### src/rtl/dma_pkg.sv
package dma_pkg;

    localparam int ADDR_W = 32;
    localparam int DATA_W = 32;
    localparam int LEN_W  = 16;

    // register byte offsets
    localparam logic [7:0] REG_SRC    = 8'h00;
    localparam logic [7:0] REG_DST    = 8'h04;
    localparam logic [7:0] REG_LEN    = 8'h08;
    localparam logic [7:0] REG_CTRL   = 8'h0C;
    localparam logic [7:0] REG_STATUS = 8'h10;

    typedef struct packed {
        logic [ADDR_W-1:0] src;
        logic [ADDR_W-1:0] dst;
        logic [LEN_W-1:0]  len;   // in words
    } dma_desc_t;

    typedef struct packed {
        logic busy;
        logic done;
        logic err;
    } dma_status_t;

    typedef struct packed {
        logic              psel;
        logic              penable;
        logic              pwrite;
        logic [7:0]        paddr;
        logic [DATA_W-1:0] pwdata;
    } apb_req_t;

    typedef struct packed {
        logic [DATA_W-1:0] prdata;
        logic              pready;
        logic              pslverr;
    } apb_rsp_t;

    typedef struct packed {
        logic [ADDR_W-1:0] addr;
        logic [7:0]        len;   // beats minus one
        logic              valid;
    } axi_ar_t;

    typedef struct packed {
        logic [ADDR_W-1:0] addr;
        logic [7:0]        len;
        logic              valid;
    } axi_aw_t;

    typedef struct packed {
        logic [DATA_W-1:0] data;
        logic              last;
        logic              valid;
    } axi_w_t;

    typedef struct packed {
        logic [DATA_W-1:0] data;
        logic [1:0]        resp;
        logic              last;
        logic              valid;
    } axi_r_t;

    typedef struct packed {
        logic [1:0] resp;
        logic       valid;
    } axi_b_t;

endpackage
### src/rtl/dma_top.sv
module dma_top #(
    parameter int FIFO_DEPTH = 4,
    parameter int MAX_BURST  = 16
) (
    input  logic               clk,
    input  logic               rst,
    input  dma_pkg::apb_req_t  apb_i,
    input  logic               arready_i,
    input  logic               awready_i,
    input  logic               wready_i,
    input  dma_pkg::axi_r_t    r_i,
    input  dma_pkg::axi_b_t    b_i,
    output dma_pkg::apb_rsp_t  apb_o,
    output dma_pkg::axi_ar_t   ar_o,
    output dma_pkg::axi_aw_t   aw_o,
    output dma_pkg::axi_w_t    w_o,
    output logic               rready_o,
    output logic               bready_o,
    output logic               irq_o
);

    dma_pkg::dma_desc_t desc;
    logic               start;
    logic               busy;
    logic               fin;
    logic               err;
    logic               wr_en;
    logic               last_beat;

    dma_apb_regs u_regs (
        .clk     (clk),
        .rst     (rst),
        .apb_i   (apb_i),
        .busy_i  (busy),
        .fin_i   (fin),
        .err_i   (err),
        .apb_o   (apb_o),
        .desc_o  (desc),
        .start_o (start),
        .irq_o   (irq_o)
    );

    dma_burst_ctrl #(
        .MAX_BURST (MAX_BURST)
    ) u_ctrl (
        .clk         (clk),
        .rst         (rst),
        .start_i     (start),
        .desc_i      (desc),
        .arready_i   (arready_i),
        .awready_i   (awready_i),
        .r_i         (r_i),
        .b_i         (b_i),
        .last_beat_i (last_beat),
        .ar_o        (ar_o),
        .aw_o        (aw_o),
        .bready_o    (bready_o),
        .wr_en_o     (wr_en),
        .busy_o      (busy),
        .fin_o       (fin),
        .err_o       (err)
    );

    // write burst length follows the AW request
    dma_fifo #(
        .FIFO_DEPTH (FIFO_DEPTH)
    ) u_fifo (
        .clk         (clk),
        .rst         (rst),
        .clr_i       (fin),
        .r_i         (r_i),
        .wr_en_i     (wr_en),
        .wready_i    (wready_i),
        .burst_len_i (aw_o.len),
        .rready_o    (rready_o),
        .w_o         (w_o),
        .last_beat_o (last_beat)
    );

endmodule

### src/rtl/dma_apb_regs.sv
module dma_apb_regs (
    input  logic                 clk,
    input  logic                 rst,
    input  dma_pkg::apb_req_t    apb_i,
    input  logic                 busy_i,
    input  logic                 fin_i,
    input  logic                 err_i,
    output dma_pkg::apb_rsp_t    apb_o,
    output dma_pkg::dma_desc_t   desc_o,
    output logic                 start_o,
    output logic                 irq_o
);

    logic                access;
    logic                wr;
    logic                hit_src;
    logic                hit_dst;
    logic                hit_len;
    logic                hit_ctrl;
    logic                hit_status;
    logic                mapped;
    logic                desc_wr;
    logic                irq_en_q;
    logic                done_q;
    logic                err_q;
    dma_pkg::dma_desc_t  desc_q;
    dma_pkg::dma_status_t status;

    // zero wait states so the access phase completes at once
    assign access = apb_i.psel && apb_i.penable;
    assign wr     = access && apb_i.pwrite;

    assign hit_src    = apb_i.paddr == dma_pkg::REG_SRC;
    assign hit_dst    = apb_i.paddr == dma_pkg::REG_DST;
    assign hit_len    = apb_i.paddr == dma_pkg::REG_LEN;
    assign hit_ctrl   = apb_i.paddr == dma_pkg::REG_CTRL;
    assign hit_status = apb_i.paddr == dma_pkg::REG_STATUS;
    assign mapped     = hit_src || hit_dst || hit_len || hit_ctrl || hit_status;

    // descriptor is locked while a transfer runs
    assign desc_wr = wr && !busy_i;

    assign start_o = wr && hit_ctrl && apb_i.pwdata[0] && !busy_i;

    assign status.busy = busy_i;
    assign status.done = done_q;
    assign status.err  = err_q;

    always_ff @(posedge clk or posedge rst) begin
        if (rst) begin
            desc_q   <= '0;
            irq_en_q <= 1'b0;
        end else begin
            if (desc_wr && hit_src)
                desc_q.src <= apb_i.pwdata;
            if (desc_wr && hit_dst)
                desc_q.dst <= apb_i.pwdata;
            if (desc_wr && hit_len)
                desc_q.len <= apb_i.pwdata[dma_pkg::LEN_W-1:0];
            if (wr && hit_ctrl)
                irq_en_q <= apb_i.pwdata[1];
        end
    end

    // a new event wins over a clear of the sticky flags
    always_ff @(posedge clk or posedge rst) begin
        if (rst) begin
            done_q <= 1'b0;
            err_q  <= 1'b0;
        end else begin
            if (fin_i)
                done_q <= 1'b1;
            else if (wr && hit_status && apb_i.pwdata[1])
                done_q <= 1'b0;
            if (err_i)
                err_q <= 1'b1;
            else if (wr && hit_status && apb_i.pwdata[0])
                err_q <= 1'b0;
        end
    end

    always_comb begin
        apb_o.prdata = '0;
        if (hit_src)
            apb_o.prdata = desc_q.src;
        else if (hit_dst)
            apb_o.prdata = desc_q.dst;
        else if (hit_len)
            apb_o.prdata = dma_pkg::DATA_W'(desc_q.len);
        else if (hit_ctrl)
            apb_o.prdata = dma_pkg::DATA_W'({irq_en_q, 1'b0});
        else if (hit_status)
            apb_o.prdata = dma_pkg::DATA_W'(status);
    end

    assign apb_o.pready  = access;
    assign apb_o.pslverr = access && (!mapped ||
                           (wr && busy_i && (hit_src || hit_dst || hit_len)));

    assign desc_o = desc_q;
    assign irq_o  = done_q && irq_en_q;

endmodule

### src/rtl/dma_burst_ctrl.sv
module dma_burst_ctrl #(
    parameter int MAX_BURST = 16
) (
    input  logic                clk,
    input  logic                rst,
    input  logic                start_i,
    input  dma_pkg::dma_desc_t  desc_i,
    input  logic                arready_i,
    input  logic                awready_i,
    input  dma_pkg::axi_r_t     r_i,
    input  dma_pkg::axi_b_t     b_i,
    input  logic                last_beat_i,
    output dma_pkg::axi_ar_t    ar_o,
    output dma_pkg::axi_aw_t    aw_o,
    output logic                bready_o,
    output logic                wr_en_o,
    output logic                busy_o,
    output logic                fin_o,
    output logic                err_o
);

    typedef enum logic [2:0] {
        IDLE,
        CHECK,
        AR,
        AW,
        DATA,
        RESP,
        FIN
    } state_t;

    state_t                       state_q;
    state_t                       state_d;
    logic [dma_pkg::LEN_W-1:0]    rem_q;
    logic [7:0]                   blen_q;
    logic [dma_pkg::ADDR_W-1:0]   src_q;
    logic [dma_pkg::ADDR_W-1:0]   dst_q;
    logic                         err_q;
    logic [8:0]                   beats;
    logic [dma_pkg::ADDR_W-1:0]   step;
    logic                         b_hs;

    assign beats = {1'b0, blen_q} + 9'd1;
    // four bytes per beat
    assign step  = dma_pkg::ADDR_W'(beats) << 2;
    assign b_hs  = bready_o && b_i.valid;

    always_comb begin
        state_d = state_q;
        case (state_q)
            IDLE:  if (start_i) state_d = CHECK;
            CHECK: state_d = (rem_q == '0) ? FIN : AR;
            AR:    if (arready_i) state_d = AW;
            AW:    if (awready_i) state_d = DATA;
            DATA:  if (last_beat_i) state_d = RESP;
            RESP:  if (b_i.valid) state_d = CHECK;
            FIN:   state_d = IDLE;
            default: state_d = IDLE;
        endcase
    end

    always_ff @(posedge clk or posedge rst) begin
        if (rst)
            state_q <= IDLE;
        else
            state_q <= state_d;
    end

    always_ff @(posedge clk or posedge rst) begin
        if (rst) begin
            rem_q  <= '0;
            blen_q <= '0;
        end else if (state_q == IDLE && start_i) begin
            rem_q <= desc_i.len;
        end else if (state_q == CHECK) begin
            // next burst is the smaller of remaining words and MAX_BURST
            if (rem_q >= dma_pkg::LEN_W'(MAX_BURST))
                blen_q <= 8'(MAX_BURST - 1);
            else
                blen_q <= 8'(rem_q - 1'b1);
        end else if (b_hs) begin
            rem_q <= rem_q - dma_pkg::LEN_W'(beats);
        end
    end

    always_ff @(posedge clk) begin
        if (state_q == IDLE && start_i) begin
            src_q <= desc_i.src;
            dst_q <= desc_i.dst;
        end else if (b_hs) begin
            src_q <= src_q + step;
            dst_q <= dst_q + step;
        end
    end

    // collect any error response over the whole transfer
    always_ff @(posedge clk or posedge rst) begin
        if (rst)
            err_q <= 1'b0;
        else if (state_q == IDLE && start_i)
            err_q <= 1'b0;
        else if (state_q == DATA && r_i.valid && r_i.resp != 2'b00)
            err_q <= 1'b1;
        else if (b_hs && b_i.resp != 2'b00)
            err_q <= 1'b1;
    end

    assign ar_o.addr  = src_q;
    assign ar_o.len   = blen_q;
    assign ar_o.valid = state_q == AR;

    assign aw_o.addr  = dst_q;
    assign aw_o.len   = blen_q;
    assign aw_o.valid = state_q == AW;

    assign wr_en_o  = state_q == DATA;
    assign bready_o = state_q == RESP;
    assign busy_o   = state_q != IDLE;
    assign fin_o    = state_q == FIN;
    assign err_o    = fin_o && err_q;

endmodule

### src/rtl/dma_fifo.sv
module dma_fifo #(
    parameter int FIFO_DEPTH = 4
) (
    input  logic              clk,
    input  logic              rst,
    input  logic              clr_i,
    input  dma_pkg::axi_r_t   r_i,
    input  logic              wr_en_i,
    input  logic              wready_i,
    input  logic [7:0]        burst_len_i,
    output logic              rready_o,
    output dma_pkg::axi_w_t   w_o,
    output logic              last_beat_o
);

    localparam int PTR_W = $clog2(FIFO_DEPTH);
    localparam int CNT_W = PTR_W + 1;

    logic [dma_pkg::DATA_W-1:0] mem [FIFO_DEPTH];
    logic [PTR_W-1:0]           wr_ptr;
    logic [PTR_W-1:0]           rd_ptr;
    logic [CNT_W-1:0]           count;
    logic [7:0]                 beat_cnt;
    logic                       full;
    logic                       empty;
    logic                       push;
    logic                       pop;

    assign full  = count == CNT_W'(FIFO_DEPTH);
    assign empty = count == '0;

    // R is only taken during the data phase of a burst
    assign rready_o = wr_en_i && !full;
    assign push     = r_i.valid && rready_o;

    assign w_o.data  = mem[rd_ptr];
    assign w_o.valid = wr_en_i && !empty;
    assign w_o.last  = beat_cnt == burst_len_i;
    assign pop       = w_o.valid && wready_i;

    assign last_beat_o = pop && w_o.last;

    always_ff @(posedge clk) begin
        if (push)
            mem[wr_ptr] <= r_i.data;
    end

    always_ff @(posedge clk or posedge rst) begin
        if (rst) begin
            wr_ptr   <= '0;
            rd_ptr   <= '0;
            count    <= '0;
            beat_cnt <= '0;
        end else if (clr_i) begin
            wr_ptr   <= '0;
            rd_ptr   <= '0;
            count    <= '0;
            beat_cnt <= '0;
        end else begin
            if (push)
                wr_ptr <= wr_ptr + 1'b1;
            if (pop)
                rd_ptr <= rd_ptr + 1'b1;
            if (push && !pop)
                count <= count + 1'b1;
            else if (pop && !push)
                count <= count - 1'b1;
            // beat counter restarts for each burst
            if (pop)
                beat_cnt <= w_o.last ? 8'd0 : beat_cnt + 8'd1;
        end
    end

endmodule

### config.mk
export PLATFORM = sky130hd
export DESIGN_NAME = dma_top
export DESIGN_NICKNAME = d
export VERILOG_FILES = /design/src/rtl/dma_pkg.sv /design/src/rtl/dma_top.sv /design/src/rtl/dma_apb_regs.sv /design/src/rtl/dma_burst_ctrl.sv /design/src/rtl/dma_fifo.sv
export SDC_FILE = /design/constraint.sdc
export NUM_CORES = 1
export LEC_CHECK = 0
export CORE_ASPECT_RATIO = 1.25
export CORE_MARGIN = 5
export CORE_UTILIZATION = 50
export CTS_CLUSTER_DIAMETER = 30
export DETAILED_ROUTE_END_ITERATION = 8
export DONT_BUFFER_PORTS = 1
export GPL_TIMING_DRIVEN = 0
export PLACE_DENSITY = 0.73
export SYNTH_ARGS = -nofsm -noshare
export SYNTH_HDL_FRONTEND = slang
export SYNTH_SLANG_ARGS = --single-unit
### constraint.sdc
create_clock -name clk -period 6.7 [get_ports clk]
set_input_delay 2.01 -clock clk [delete_from_list [all_inputs] [get_ports clk]]
set_output_delay 2.01 -clock clk [all_outputs]
set_load 0.02 [all_outputs]
==> results_dict.tcl <==
set metrics [dict create \
    rsz0062_at_grt "no" \
    antenna_left 0 \
    hold_path_end "u_ctrl.rem_q[4]" \
    final_cells 1755 \
    vias_per_cell 5.97 \
    path_cells "clkbuf_1 -> buf_1 -> clkbuf_1 -> mux2i_1 -> nor2_1 -> a21oi_1 -> nor2_1" \
    fin_nets 1425 \
    gp_congestion 0.924 \
    worstSetupPathType "input pin to output pin" \
    synth_top_area_cell "edfxtp_1" \
    routed_wl_um 41600 \
    clkSlewWorstSetupHoldPaths_ns 0.05 \
    hold_depth 2 \
    fin_skew_ns 0.0190 \
    grt_pass1_vias 10800 \
    dpl_worst_slack_ns 0.184 \
    grt_overflow 0 \
    place_inst 1648 \
    setup_tns_ns 0 \
    netlist.area_leader.share 0.370 \
    clock_path_buffers 3 \
    start_util 0.504 \
    die_h_um 207 \
    power_leakage_nw 7.05 \
    ctsHoldBuffers 0 \
    worstHoldStart "u_regs.desc_o[4]" \
    yosys.cell_types.count 71 \
    crit_slowest_cell "clkbuf_1" \
    rr_worst_depth 12 \
    ios 240 \
    total_power_w 0.00693 \
    grt_usage 0.230 \
    grt_antenna_before_repair 0 \
    ys_seq_area_frac 0.572 \
    grtUsageMet2 0.382 \
    maxSlewViolCount 0 \
    die_area_um2 34800 \
    numCtsBuffers 57 \
    final_common_cell "edfxtp_1" \
    min_path_type "flop to flop" \
    period_needed_ns 6.51 \
    crit_path_start_kind "input pin" \
    h-tree-depth 2 \
    yosys-top-cells-area "edfxtp_1, dfrtp_1, mux2_2, mux4_2, xnor2_1" \
    drc 0 \
    status "finished, final reports clean" \
    max_freq_ghz 0.154 \
    maxCapViolations 0 \
    layout_common_cells "edfxtp_1, dfrtp_1, nor2_1" \
    crit_path_end_kind "output pin" \
    critPathMaxStageDelay_ns 0.73 \
    coreArea_um2 30900 \
    rrSetupSlack_ns 2.21 \
    clock-sinks 318 \
    grt_first_pass_wirelength_um 62900 \
    busiest_layer "met2" \
    diodes 0 \
    critPathMaxFanout 10 \
    grtUsageMet1 0.262 \
    gr-usage-met3 0.0945 \
    synthCells 1240 \
    num_vias 10500 \
    grt_max_degree 67 \
    place_hpwl_um 29500 \
    syn_avg_cell_area_um2 12.6 \
    cts_tree "yes" \
    synth_edf_count 192 \
    cts-root-buf "clkbuf_16" \
    cp.arrival_ns 4.50 \
    powerDensity_nw_per_um2 381 \
    fin_ws_ns 0.193 \
    area_growth_pct 16.7 \
    ys_ff_latch 318 \
    port_buffers 0 \
    ir_drop_v 0.000240 \
    rows 72 \
    tightestPinTransition_ns 0.958 \
    drt_iter0_markers 864 \
    setup_viol 0 \
    r2r-start "u_ctrl.blen_q[0]" \
    post_cts_buffers 0 \
    hold_viol 0 \
    clk_latency_ns 0.57 \
    cts_resized 0 \
    die_width_um 168 \
    synth_area_um2 15600 \
    fin_crit_sh 0.971 \
    firstDrtPassIters 5 \
    cp_data_required_time_ns 4.69 \
    slew_headroom 0.357 \
    yosysWarnings 0 \
    regToRegEndpoint "u_ctrl.src_q[27]" \
    wl_per_cell_um 23.7 \
    syn-num-nets 1365 \
    crit_start "apb_i[34]" \
    drive_above_1_share 0.200 \
    ys_async_sr_fraction 0.396 \
    synth_ff_type "edfxtp_1" \
]
[per-layer routing]
layer	part of all wire	up-vias
met1	0.36	5216
met2	0.49	440
met4	0.044	0
met5	0	-
met3	0.11	96
li1	-	4721
[Yosys cell counts (21+ instances only)]
| cell | n |
|---|---|
| mux4_2 | 32 |
| xnor2_1 | 61 |
| nor3_1 | 21 |
| nor2_1 | 105 |
| inv_1 | 27 |
| a21oi_1 | 60 |
| clkbuf_1 | 25 |
| edfxtp_1 | 192 |
| dfrtp_1 | 126 |
| ha_1 | 34 |
| nand3_1 | 24 |
| xor2_1 | 27 |
| nand2_1 | 105 |
| o21ai_0 | 47 |
| o21ai_1 | 30 |
| mux2_2 | 80 |
[worst max-delay path: cells and delay by family]
family,cells,cell delay (ns)
buffers and inverters,3,1.67
AND/OR/NAND/NOR,2,0.47
multiplexers,1,0.26
AO/OA/AOI/OAI,1,0.06
[power by group]
part | total [W] | leakage (nW) | internal, W | switching [W]
combinational | 0.00146 | 2.64 | 0.000576 | 0.000885
sequential | 0.00244 | 3.41 | 0.00226 | 0.000184
clock | 0.00303 | 1.00 | 0.00195 | 0.00108
[metrics by stage]
step / utilization / instance area (µm²) / hold WS (ns)
after floorplan: - / 15600 / 0.465
after global placement: 0.521 / 16100 / 0.489
after detailed placement: 0.522 / 16100 / 0.494
after CTS: 0.589 / 18200 / 0.511
after global routing: 0.589 / 18200 / 0.530
final: 0.589 / 18200 / 0.511
[state kept, by name, indices dropped and copies added (netlist names)]
register	count
u_ctrl.blen_q	8
u_regs.desc_o	80
u_ctrl.src_q	32
u_ctrl.rem_q	16
u_regs.done_q	1
u_ctrl.err_q	1
u_ctrl.state_q	3
u_fifo.wr_ptr	2
u_fifo.count	3
u_regs.err_q	1
u_ctrl.dst_q	32
u_regs.irq_en_q	1
u_fifo.beat_cnt	8
u_fifo.mem	128
u_fifo.rd_ptr	2
[cell families after synthesis]
family / after synthesis / synth area share
adder cells (fa/ha/maj): 38 / 0.0324
AO/OA/AOI/OAI: 225 / 0.0893
flip-flops: 318 / 0.572
AND/OR/NAND/NOR: 342 / 0.106
XOR/XNOR: 88 / 0.0494
multiplexers: 133 / 0.118
buffers and inverters: 96 / 0.0332
[layout make-up]
class,count,area [µm²]
Buffer,68,408
Clock buffer,68,1570
Clock inverter,39,479
Fill cell,2378,12700
Inverter,28,115
Multi-Input combinational cell,826,6160
Sequential cell,318,8920
Tap cell,407,509
Timing Repair Buffer,1,27.5
[worst max-delay path by stage]
| stage | to | slack, ns | cells after the start |
|---|---|---|---|
| after detailed placement | apb_o[12] | 0.18 | 7 |
| after CTS | apb_o[12] | 0.17 | 7 |
| after global routing | apb_o[12] | 0.03 | 7 |
| after floorplan | apb_o[23] | 0.79 | 6 |
| final | apb_o[12] | 0.19 | 7 |
| after global placement | u_regs.desc_o[74] | -0.20 | 1 |
Note: power is estimated with default switching activity, not from simulation.
